[src/rtl/mem_defines.svh]
`ifndef MEM_DEFINES_SVH
`define MEM_DEFINES_SVH

// byte address, one bit wider than the RAM index
`define MEM_ADDR_W 17

// RAM size in bytes, addresses below this hit the RAM
`define MEM_DEPTH 65536

// first IO address
`define IO_BASE 17'h10000

`endif

[src/rtl/memPkg.sv]
`include "mem_defines.svh"

package memPkg;

    typedef enum logic [1:0] {
        OP_FETCH = 2'd0,
        OP_LOAD  = 2'd1,
        OP_STORE = 2'd2
    } memOp_e;

    // byte count 1, 2 or 4
    typedef enum logic [1:0] {
        LEN_BYTE = 2'd0,
        LEN_HALF = 2'd1,
        LEN_WORD = 2'd2
    } memLen_e;

    typedef enum logic [1:0] {
        S_IDLE  = 2'd0,
        S_READ  = 2'd1,
        S_WRITE = 2'd2,
        S_DONE  = 2'd3
    } seqState_e;

    typedef struct packed {
        memOp_e                 op;
        memLen_e                len;
        logic [`MEM_ADDR_W-1:0] addr;
        logic [31:0]            wdata;
        logic                   valid;
    } memReq_t;

    typedef struct packed {
        logic        done;
        logic [31:0] rdata;
    } memResp_t;

endpackage

[src/rtl/memSequencer.sv]
`include "mem_defines.svh"

module memSequencer
    import memPkg::*;
(
    input  logic                          clk,
    input  logic                          rst,
    input  logic                          i_rdy,
    input  logic                          i_ioFull,
    input  memReq_t                       i_req,
    input  logic [7:0]                    i_ramRdata,
    output memResp_t                      o_resp,
    output logic [$clog2(`MEM_DEPTH)-1:0] o_ramAddr,
    output logic                          o_ramWe,
    output logic [7:0]                    o_ramWdata,
    output logic                          o_ioValid,
    output logic [`MEM_ADDR_W-1:0]        o_ioAddr,
    output logic [7:0]                    o_ioData
);

    localparam int ramAddrW = $clog2(`MEM_DEPTH);

    seqState_e              state;
    logic [1:0]             cnt;
    logic [1:0]             lastIdx;
    logic [1:0]             newLast;
    memOp_e                 curOp;
    logic [`MEM_ADDR_W-1:0] curAddr;
    logic [31:0]            curWdata;
    logic                   curIo;
    logic [31:0]            rdBuf;
    logic [31:0]            rdWord;
    logic [1:0]             capIdx;
    logic                   capVld;
    logic                   start;
    logic                   wrStep;
    logic                   ioFire;
    logic [`MEM_ADDR_W-1:0] byteAddr;
    logic [7:0]             wrByte;

    assign start = (state == S_IDLE) && i_rdy && i_req.valid;

    // index of the final byte
    always_comb begin
        if (i_req.op == OP_FETCH) begin
            newLast = 2'd3;
        end else begin
            case (i_req.len)
                LEN_BYTE: newLast = 2'd0;
                LEN_HALF: newLast = 2'd1;
                default:  newLast = 2'd3;
            endcase
        end
    end

    assign byteAddr = curAddr + cnt;
    assign wrByte   = curWdata[{cnt, 3'b000} +: 8];

    // IO bytes wait on a full buffer
    assign wrStep = (state == S_WRITE) && i_rdy && !(curIo && i_ioFull);
    assign ioFire = wrStep && curIo;

    assign o_ramAddr  = byteAddr[ramAddrW-1:0];
    assign o_ramWe    = wrStep && !curIo;
    assign o_ramWdata = wrByte;

    // last byte comes straight from the RAM output in S_DONE
    always_comb begin
        rdWord = rdBuf;
        if (curOp != OP_STORE) begin
            rdWord[{cnt, 3'b000} +: 8] = i_ramRdata;
        end
    end

    always_comb begin
        o_resp.done  = (state == S_DONE) && i_rdy;
        o_resp.rdata = rdWord;
    end

    always_ff @(posedge clk) begin
        if (rst) begin
            state     <= S_IDLE;
            cnt       <= 2'd0;
            capVld    <= 1'b0;
            capIdx    <= 2'd0;
            o_ioValid <= 1'b0;
        end else begin
            // RAM returns the byte addressed one clock earlier, stalled or not
            capVld    <= (state == S_READ);
            capIdx    <= cnt;
            o_ioValid <= ioFire;
            if (i_rdy) begin
                case (state)
                    S_IDLE: begin
                        if (i_req.valid) begin
                            cnt <= 2'd0;
                            if (i_req.op == OP_STORE) begin
                                state <= S_WRITE;
                            end else begin
                                state <= S_READ;
                            end
                        end
                    end
                    S_READ: begin
                        if (cnt == lastIdx) begin
                            state <= S_DONE;
                        end else begin
                            cnt <= cnt + 2'd1;
                        end
                    end
                    S_WRITE: begin
                        if (wrStep) begin
                            if (cnt == lastIdx) begin
                                state <= S_DONE;
                            end else begin
                                cnt <= cnt + 2'd1;
                            end
                        end
                    end
                    S_DONE: begin
                        state <= S_IDLE;
                    end
                    default: begin
                        state <= S_IDLE;
                    end
                endcase
            end
        end
    end

    always_ff @(posedge clk) begin
        if (start) begin
            curOp    <= i_req.op;
            curAddr  <= i_req.addr;
            curWdata <= i_req.wdata;
            curIo    <= (i_req.addr >= `IO_BASE);
            lastIdx  <= newLast;
            // zero extension for short loads
            rdBuf    <= '0;
        end else if (capVld) begin
            rdBuf[{capIdx, 3'b000} +: 8] <= i_ramRdata;
        end
        if (ioFire) begin
            o_ioAddr <= byteAddr;
            o_ioData <= wrByte;
        end
    end

endmodule

[config.mk]
export PLATFORM = sky130hd
export DESIGN_NAME = memSequencer
export DESIGN_NICKNAME = d
export VERILOG_FILES = /design/src/rtl/memPkg.sv /design/src/rtl/memSequencer.sv
export VERILOG_INCLUDE_DIRS = /design/src /design/src/rtl
export SDC_FILE = /design/constraint.sdc
export NUM_CORES = 1
export LEC_CHECK = 0
export BUFFER_PORTS_ARGS = -buffer_cell sky130_fd_sc_hd__buf_2
export CORE_AREA = 2 2 108 110
export CTS_CLUSTER_DIAMETER = 50
export DETAILED_ROUTE_END_ITERATION = 12
export DIE_AREA = 0 0 110 112
export PLACE_DENSITY_LB_ADDON = 0.25
export SYNTH_ARGS = -nofsm -noshare
export SYNTH_HDL_FRONTEND = slang
export SYNTH_SLANG_ARGS = --single-unit
[constraint.sdc]
create_clock -name clk -period 2.97 [get_ports clk]
set_input_delay 0.1485 -clock clk [delete_from_list [all_inputs] [get_ports clk]]
set_output_delay 0.1485 -clock clk [all_outputs]
set_load 0.1 [all_outputs]
==> results.yml, run 1 <==
pwr:
  netSwitchingPower_mw: 1.82
  p_int_mw: 3.60
  ir_worst_vdd_v: 0.000443
  switching_share_pct: 33.6
  clkPwrFrac_pct: 38.6
  p_comb_share_pct: 25.0
  power.density_mw_per_mm2: 706
  leakage_nw: 3.08
  power_frac_seq_pct: 36.4
finish:
  fin_area_mm2: 0.00769
  drive_above_1_share_pct: 36.7
  fill_cells: 767
  final_nets: 655
  syn2layout_area_growth_pct: 49.4
  fin_util_pct: 68.8
  finalNonFillerCells: 726
  antenna_cells: 0
clocking:
  cts_buffers: 17
  post_cts_buffers: 0
  clkLatencyLatePin_ns: 0.40
  cts_tree: "built"
  clk_pin_slew_ns: 0.06
  cts_buffer_depth: 2
  cts_sinks: 119
  root_buffer: "clkbuf_16"
  h-tree-depth: 4
sta:
  fmax_mhz: 366
  period_share_pct: 91.9
  relSlewSlack_pct: 36.1
  finalHoldWorstSlack_ns: 0.0423
  clock_skew_ns: 0.00921
  setup_violations: 0
  tightestPinTransition_ns: 0.959
  finalSetupTns_ns: 0
  slew_viol_final: 0
  hold_viol: 0
  period_minus_slack_ns: 2.73
  rsz0062_at_grt: "false"
grt:
  antenna_found_initial: 0
  globalRoute.totalOverflow: 0
  grt_first_pass_wirelength_um: 20400
  first_global_vias: 3910
  grt_max_degree: 75
  grt_usage_pct: 22.1
setup_path:
  path_max_fanout: 7
  path_class: "reg -> out"
  cp_data_arrival_time_ns: 2.58
  worst_ep_required_time_ns: 2.82
  startpoint_type: "flop"
  endpoint_kind: "output pin"
synthesis:
  syn_nets: 460
  synthAdderAreaFrac_pct: 4.77
  ys_types: 45
  synth-simple-area-share_pct: 10.8
  syn_area_mm2: 0.00515
  synth_top_family_by_area: "compound AO/OA/AOI/OAI gates"
  synth_edf_count: 79
  synth_compound_area_share_pct: 11.9
  synth_mux_area_share_pct: 3.50
  syn_inst: 375
  ys_warn_count: 0
  synthXorXnorAreaFrac_pct: 2.89
  async_flop_share_pct: 0
  synth_seq_cells: 119
  synthFlopType: "edfxtp_1"
  ys_seq_area_share_pct: 61.7
  syn_area_per_cell_um2: 13.7
worst_hold_path:
  holdCritPathClass: "in -> reg"
drt:
  routed_wl_um: 13000
  wl_per_cell_um: 18.0
  vias: 3879
  vias_per_cell: 5.34
  drc_errors: 0
  dr.pass1.iters: 5
  drtAntennaViolNets: 0
  dr.first_iter.drc_count: 224
floorplanning:
  floorplan.initialDensity_pct: 46.1
  die_area_mm2: 0.0123
  io_pins: 150
  coreArea_mm2: 0.0112
  die_x_um: 110
  num_rows: 39
  die_y_um: 112
outcome:
  status: "finished clean"
place:
  gp_congestion: 0.801
  place_area_mm2: 0.00655
  placed_cells: 641
  dp_hpwl_um: 8160
  portBuffers: 149
flow_run:
  drv_cap: 0
-- worst max-delay path, stage by stage, from the launching register on --
cell	delay (ns)
dfxtp_2	0.41
ha_1	0.19
inv_1	0.05
fa_1	0.43
nor2b_2	0.22
and3_1	0.19
and3_1	0.17
xor2_1	0.30
buf_12	0.22
-- synth_stat cells, types with 4 or more instances --
master | instances | share of area [%]
inv_1 | 11 | 0.80
edfxtp_1 | 79 | 46
nand4_1 | 5 | 0.61
ha_1 | 18 | 4.4
nor2_1 | 40 | 2.9
buf_1 | 8 | 0.58
xor2_1 | 8 | 1.4
nand3_1 | 5 | 0.49
a22o_1 | 33 | 5.6
dfxtp_1 | 40 | 16
a22oi_1 | 32 | 4.7
and3_1 | 4 | 0.49
xnor2_1 | 9 | 1.5
buf_4 | 17 | 2.5
clkbuf_1 | 6 | 0.44
mux4_2 | 8 | 3.5
nand2_1 | 11 | 0.80
-- flip-flops by register name (all words and copies together), names as in the netlist, 2 cells and up --
register and count:
capIdx 2, o_ioData 8, state 2, cnt 2, curWdata 32, lastIdx 2, rdBuf 32, curOp 2
curAddr 17, o_ioAddr 17
-- cells by family (layout without fill, tap and decap cells) --
family / Yosys count / after routing
compound gates: 76 / 76
xor+xnor: 17 / 17
fa+ha+maj: 19 / 19
buf+inv: 44 / 252
flops: 119 / 119
mux: 8 / 8
simple gates: 92 / 92
-- power groups by stage --
stage               logic (mW)  clock network, mW  registers (mW)
finish                    1.36               2.09            1.98
global route              1.42               2.20            1.99
CTS                       1.36               2.11            1.97
detailed placement        1.30                  0            2.01
global placement          1.28                  0            2.00
floorplan                0.909                  0            2.04
-- final cells by class --
type | instances | area [um2] | area share [%]
flip-flops and latches | 119 | 3170 | 41.3
repair buffers | 208 | 1920 | 25.0
multi-input cells | 212 | 1760 | 22.9
clock buffers | 17 | 425 | 5.53
clock inverters | 15 | 183 | 2.38
well taps | 143 | 179 | 2.33
inverters | 12 | 45.0 | 0.586
-- worst paths after layout --
| path | startpoint | end | slack, ns | cells after the start |
|---|---|---|---|---|
| worst min-delay path | i_req[51] | lastIdx[1]$_SDFFCE_PP1P_ | 0.04 | 2 |
| worst max-delay path | cnt[0]$_SDFFE_PP0P_ | o_ramAddr[10] | 0.24 | 8 |
| worst max register to register | cnt[0]$_SDFFE_PP0P_ | o_ioAddr[10]$_DFFE_PP_ | 0.80 | 7 |
| worst min register to register | rdBuf[31]$_SDFFE_PP0P_ | rdBuf[31]$_SDFFE_PP0P_ | 0.51 | 2 |
-- repair_timing --
| action | 4_1_cts | 5_1_grt |
|---|---|---|
| gates resized for setup | 0 | 2 |
| hold buffers | 53 | 0 |
| setup endpoints to repair | 0 | 7 |
| hold endpoints to repair | 54 | 0 |
-- cells in the final DEF, fill, tap and decap left out, types with 6 or more instances in the layout --
cell type and count:
a22o_1 33, a22oi_1 32, dfxtp_1 39, nand2_1 11, mux4_2 8, buf_12 40, dlygate4sd3_1 53, ha_1 18
clkbuf_16 17, buf_2 109, inv_1 11, nor2_1 40, xnor2_1 9, edfxtp_1 79, buf_4 6, xor2_1 8
-- layer usage --
layer  vias to the layer above  part of all wire [%]  GRT usage (%)
li1                       1810                     -              -
met1                      1901                    40           26.7
met2                       151                    54           38.3
met3                        17                   5.3           4.92
met4                         0                   1.6           7.85
met5                         -                     0              0
-- metrics by stage --
step | worst slack (ns) | total power, mW
2_1_floorplan | 0.387 | 2.94
3_3_place_gp | 0.517 | 3.28
3_5_place_dp | 0.460 | 3.30
4_1_cts | 0.0116 | 5.44
5_1_grt | 0.0521 | 5.61
6_report | 0.240 | 5.43
No activity file was read; power rests on OpenSTA's default activity.
==> inputs of run 2 (changes only) <==
CORE_AREA = 2 2 75 149   (was 2 2 108 110)
DIE_AREA = 0 0 77 151   (was 0 0 110 112)
SETUP_SLACK_MARGIN = 0.15   (was default)
clock period = 3.3 ns   (was 2.97 ns; I/O delays follow)
==> run 2 against run 1 <==
Non-clock buffer count fell by 4; sequential power shrank 10%; setup slack gained 0.14 ns; via count down 0.41%; critical path depth is 1 lower; first-iteration DRC count down 31%; combinational power fell by 17%; clock power is 11% lower; critical endpoint is now o_ramAddr[6].
==> results.yml, run 2 (synthesis gave the netlist of run 1 again) <==
outcome:
  status: "finished clean"
drt:
  dr.pass1.iters: 4
  drtAntennaViolNets: 0
  vias_per_cell: 5.40
  wl_met1_um: 4180
  routed.top_layer: "met4"
  vias: 3863
  dr_wl_met2_um: 7980
  routed_wl_um: 13200
  dr_wl_met3_um: 713
  wl_per_cell_um: 18.5
  dr.first_iter.drc_count: 155
  drc_errors: 0
pwr:
  ir_worst_vdd_v: 0.000500
  power.density_mw_per_mm2: 636
  leakage_nw: 3.00
  total_power_mw: 4.77
  p_comb_share_pct: 23.7
  p_int_mw: 3.21
  power_frac_seq_pct: 37.3
  netSwitchingPower_mw: 1.56
  clkPwrFrac_pct: 39.0
  switching_share_pct: 32.7
floorplanning:
  die_x_um: 77
  num_rows: 53
  coreArea_mm2: 0.0105
  die_y_um: 151
  floorplan.initialDensity_pct: 49.1
  die_area_mm2: 0.0116
  io_pins: 150
sta:
  relSlewSlack_pct: 30.2
  setup_slack_ns: 0.378
  period_minus_slack_ns: 2.92
  hold_viol: 0
  slew_viol_final: 0
  period_share_pct: 88.5
  tightestPinTransition_ns: 1.05
  setup_violations: 0
  rsz0062_at_grt: "false"
  fmax_mhz: 342
  clock_skew_ns: 0.00948
  finalSetupTns_ns: 0
clocking:
  cts_tree: "built"
  clkLatencyLatePin_ns: 0.40
  cts_sinks: 119
  root_buffer: "clkbuf_16"
  cts_buffers: 17
  cts_buffer_depth: 2
  clk_pin_slew_ns: 0.05
  h-tree-depth: 4
finish:
  fin_area_mm2: 0.00750
  multi_input_area_mm2: 0.00176
  final_nets: 651
  mostFrequentLayoutCells: "118 x buf_2, 79 x edfxtp_1, 50 x dlygate4sd3_1"
  final_common_cell: "buf_2"
  fill_cells: 756
  drive_above_1_share_pct: 36.3
  largestRegisters: "curWdata (32), rdBuf (32)"
  syn2layout_area_growth_pct: 45.7
  seqCellArea_mm2: 0.00317
  antenna_cells: 0
grt:
  first_global_vias: 4132
  grt_max_degree: 87
  antenna_found_initial: 0
  grt_usage_pct: 23.2
  grt_first_pass_wirelength_um: 20500
  globalRoute.totalOverflow: 0
worst_hold_path:
  hold_start: "i_req[52]"
  holdCritPathClass: "in -> reg"
  min_to: "curOp[0]$_DFFE_PP_"
  hold_depth: 1
setup_path:
  ff2ff_path_depth: 7
  path_max_fanout: 13
  cp_data_arrival_time_ns: 2.76
  path_class: "reg -> out"
  endpoint_kind: "output pin"
  regToRegSetupSlack_ns: 0.95
  reg2reg_from: "cnt[1]$_SDFFE_PP0P_"
  r2r-end: "o_ioAddr[12]$_DFFE_PP_"
  startpoint_type: "flop"
  worst_ep_required_time_ns: 3.13
place:
  dp_hpwl_um: 8840
  gp_congestion: 0.832
  place_area_mm2: 0.00639
  place_ws_ns: 0.790
  portBuffers: 149
flow_run:
  drv_cap: 0
-- run 2: cell types whose count changed in the layout (fill, tap and decap cells not counted), sizes merged --
cell         previous run  this run
buf                   155       154
clkinv                  3         5
inv                    21        14
clkbuf                 17        18
dlygate4sd3            53        50
bufinv                  2         3
clkinvlp                1         4
-- run 2: worst max path at each step --
stage / startpoint / to / cells past startpoint
after global routing: cnt[1]$_SDFFE_PP0P_ / o_ramAddr[12] / 8
after floorplan: state[0]$_SDFFE_PP0P_ / o_ioAddr[0]$_DFFE_PP_ / 4
after detailed placement: cnt[1]$_SDFFE_PP0P_ / o_ramAddr[12] / 8
final: cnt[1]$_SDFFE_PP0P_ / o_ramAddr[6] / 7
after global placement: cnt[1]$_SDFFE_PP0P_ / o_ramAddr[10] / 8
after CTS: cnt[1]$_SDFFE_PP0P_ / o_ramAddr[12] / 8
-- run 2: final cells by class --
class | instances | share of cell area, %
sequential | 119 | 42.3
multi-input combinational | 212 | 23.4
timing repair buffer | 204 | 23.3
clock buffer | 18 | 5.72
clock inverter | 14 | 2.35
tap | 137 | 2.29
inverter | 12 | 0.601
-- run 2: through the flow --
step	hold WS [ns]	std cells	util (%)
floorplan	0.237	375	-
global placement	0.342	634	61.0
detailed placement	0.343	634	61.0
CTS	0.00250	716	71.6
global route	0.0193	716	71.6
finish	0.0144	716	71.6
-- run 2: power by group through the flow --
| stage | Sequential (mW) | Clock, mW | Combinational, mW |
|---|---|---|---|
| 5_1_grt | 1.79 | 1.94 | 1.18 |
| 2_1_floorplan | 1.84 | 0 | 0.818 |
| 4_1_cts | 1.77 | 1.88 | 1.13 |
| 3_3_place_gp | 1.80 | 0 | 1.06 |
| 6_report | 1.78 | 1.86 | 1.13 |
| 3_5_place_dp | 1.80 | 0 | 1.08 |
-- run 2: timing repair --
action	CTS	global route
hold buffers	50	0
endpoints found under the hold margin	51	0
buffers inserted	0	0
resized for setup	0	1
endpoints found under the setup margin	0	3
-- run 2: per-layer routing --
| layer | vias to the layer above | global-route usage (%) |
|---|---|---|
| met3 | 19 | 4.89 |
| met4 | 0 | 10.7 |
| met5 | - | 0 |
| met1 | 1892 | 21.6 |
| met2 | 167 | 46.8 |
| li1 | 1785 | - |
-- run 2: critical path, cell delays in order (launching register included) --
cell and delay, ns:
dfxtp_1 0.31, buf_4 0.22, inv_1 0.15, fa_1 0.49, nor2b_2 0.26, nand4_1 0.19, xnor2_1 0.26, buf_2 0.48
==> inputs of run 3 (changes only) <==
CORE_AREA = 5 5 87 169   (was 2 2 75 149)
DIE_AREA = 0 0 92 174   (was 0 0 77 151)
==> run 3 against run 2 <==
Register-to-register slack barely moved; combinational power up 7%; sequential power about the same; clock skew barely moved; setup slack worse by 0.024 ns; die area grew 38%; via count is 2.1% lower; critical path type unchanged.
==> results.yml, run 3 (synthesis gave the netlist of run 1 again) <==
outcome:
  status: "finished clean"
clocking:
  clk_pin_slew_ns: 0.05
  h-tree-depth: 4
  post_cts_buffers: 0
  clkLatencyLatePin_ns: 0.41
  cts_tree: "built"
  cts_sinks: 119
  root_buffer: "clkbuf_16"
  cts_buffers: 17
  cts_buffer_depth: 2
drt:
  vias_per_cell: 5.14
  drc_errors: 0
  routed_wl_um: 13300
  vias: 3780
  drtAntennaViolNets: 0
  dr.pass1.iters: 4
  wl_per_cell_um: 18.1
  dr.first_iter.drc_count: 160
setup_path:
  reg2reg_from: "cnt[1]$_SDFFE_PP0P_"
  slowest_stage: "nor4_4"
  r2r-end: "o_ioAddr[10]$_DFFE_PP_"
  regToRegSetupSlack_ns: 0.94
  worst_path_largest_cell_delay_ns: 0.51
  cp_data_arrival_time_ns: 2.78
  path_class: "reg -> out"
  path_cells: "buf_4 -> inv_1 -> ha_1 -> inv_1 -> nor4_4 -> a22o_1 -> buf_2"
  crit_top_cell: "inv_1"
  startpoint: "cnt[1]$_SDFFE_PP0P_"
  endpoint_kind: "output pin"
  startpoint_type: "flop"
  path_max_fanout: 13
  ff2ff_path_depth: 7
  worst_ep_required_time_ns: 3.13
sta:
  fmax_mhz: 339
  finalSetupTns_ns: 0
  finalHoldWorstSlack_ns: 0.0231
  tightestPinTransition_ns: 0.717
  period_minus_slack_ns: 2.95
  rsz0062_at_grt: "false"
  period_share_pct: 89.3
  setup_violations: 0
  relSlewSlack_pct: 52.2
  slew_viol_final: 0
  clock_skew_ns: 0.00905
  hold_viol: 0
worst_hold_path:
  hold_start: "i_req[50]"
  min_to: "lastIdx[0]$_SDFFCE_PN1P_"
  hold_depth: 2
  holdCritPathClass: "in -> reg"
grt:
  antenna_found_initial: 0
  globalRoute.totalOverflow: 0
  grt_max_degree: 56
  first_global_vias: 4154
  grt_first_pass_wirelength_um: 21100
  grt_usage_pct: 17.3
floorplanning:
  die_x_um: 92
  coreArea_mm2: 0.0134
  die_y_um: 174
  die_area_mm2: 0.0160
  num_rows: 60
  floorplan.initialDensity_pct: 38.5
  io_pins: 150
pwr:
  power.density_mw_per_mm2: 645
  ir_worst_vdd_v: 0.000478
  leakage_nw: 3.02
finish:
  syn2layout_area_growth_pct: 47.7
  fin_area_mm2: 0.00760
  final_common_cell: "buf_2"
  largestRegisters: "curWdata (32), rdBuf (32)"
  final_nets: 652
  mostFrequentLayoutCells: "114 x buf_2, 79 x edfxtp_1, 51 x dlygate4sd3_1"
  antenna_cells: 0
  drive_above_1_share_pct: 36.2
place:
  portBuffers: 149
  place_area_mm2: 0.00647
  dp_hpwl_um: 9690
  gp_congestion: 0.783
flow_run:
  drv_cap: 0
==> run 3: layout make-up <==
cell class | count | area (um2)
Clock inverter | 13 | 180
Multi-Input combinational cell | 212 | 1750
Fill cell | 1055 | 5760
Inverter | 12 | 45.0
Clock buffer | 19 | 433
Tap cell | 155 | 194
Sequential cell | 119 | 3170
Timing Repair Buffer | 205 | 1820
==> run 3: worst max-delay path by stage <==
stage / slack (ns) / depth (start not counted) / end
2_1_floorplan: 0.28 / 4 / o_ioAddr[0]$_DFFE_PP_
3_3_place_gp: 0.69 / 8 / o_ramAddr[10]
3_5_place_dp: 0.65 / 6 / o_resp[23]
4_1_cts: 0.21 / 6 / o_resp[23]
5_1_grt: 0.19 / 8 / o_ramAddr[14]
6_report: 0.35 / 7 / o_resp[23]
==> run 3: timing repair <==
action,4_1_cts,5_1_grt
gates resized for setup,0,1
hold buffers,51,0
endpoints found under the hold margin,52,0
setup endpoints to repair,0,20
==> run 3: stage by stage <==
step / total power, mW / setup WS (ns) / cells / utilization [%]
after floorplan: 2.65 / 0.276 / 375 / -
after global placement: 2.95 / 0.694 / 652 / 48.4
after detailed placement: 2.97 / 0.650 / 652 / 48.4
after CTS: 4.94 / 0.208 / 735 / 56.9
after global routing: 5.08 / 0.188 / 735 / 56.9
final: 4.90 / 0.354 / 735 / 56.9
==> run 3: critical path, delay by kind of cell, from the launching register on <==
kind                     cells  cell delay, ns
AND/OR/NAND/NOR              1            0.51
AO/OA/AOI/OAI                1            0.20
flip-flops                   1            0.31
adder cells (fa/ha/maj)      1            0.40
buffers and inverters        4            0.96
==> run 3: layer usage <==
layer / track usage (%) / vias to the layer above / wire length [um] / share of wire, %
met1: 15.7 / 1833 / 4410 / 33
met3: 4.81 / 25 / 746 / 5.6
met4: 8.31 / 0 / 394 / 3.0
met2: 33.7 / 136 / 7740 / 58
li1: - / 1786 / - / -
met5: 0 / - / 0 / 0
==> run 3: where the power goes <==
part	leakage [nW]	switching, mW	internal (mW)	total, mW
Clock	0.281	0.657	1.26	1.91
Combinational	1.69	0.847	0.364	1.21
Sequential	1.05	0.0586	1.72	1.78
Total	3.02	1.56	3.34	4.90
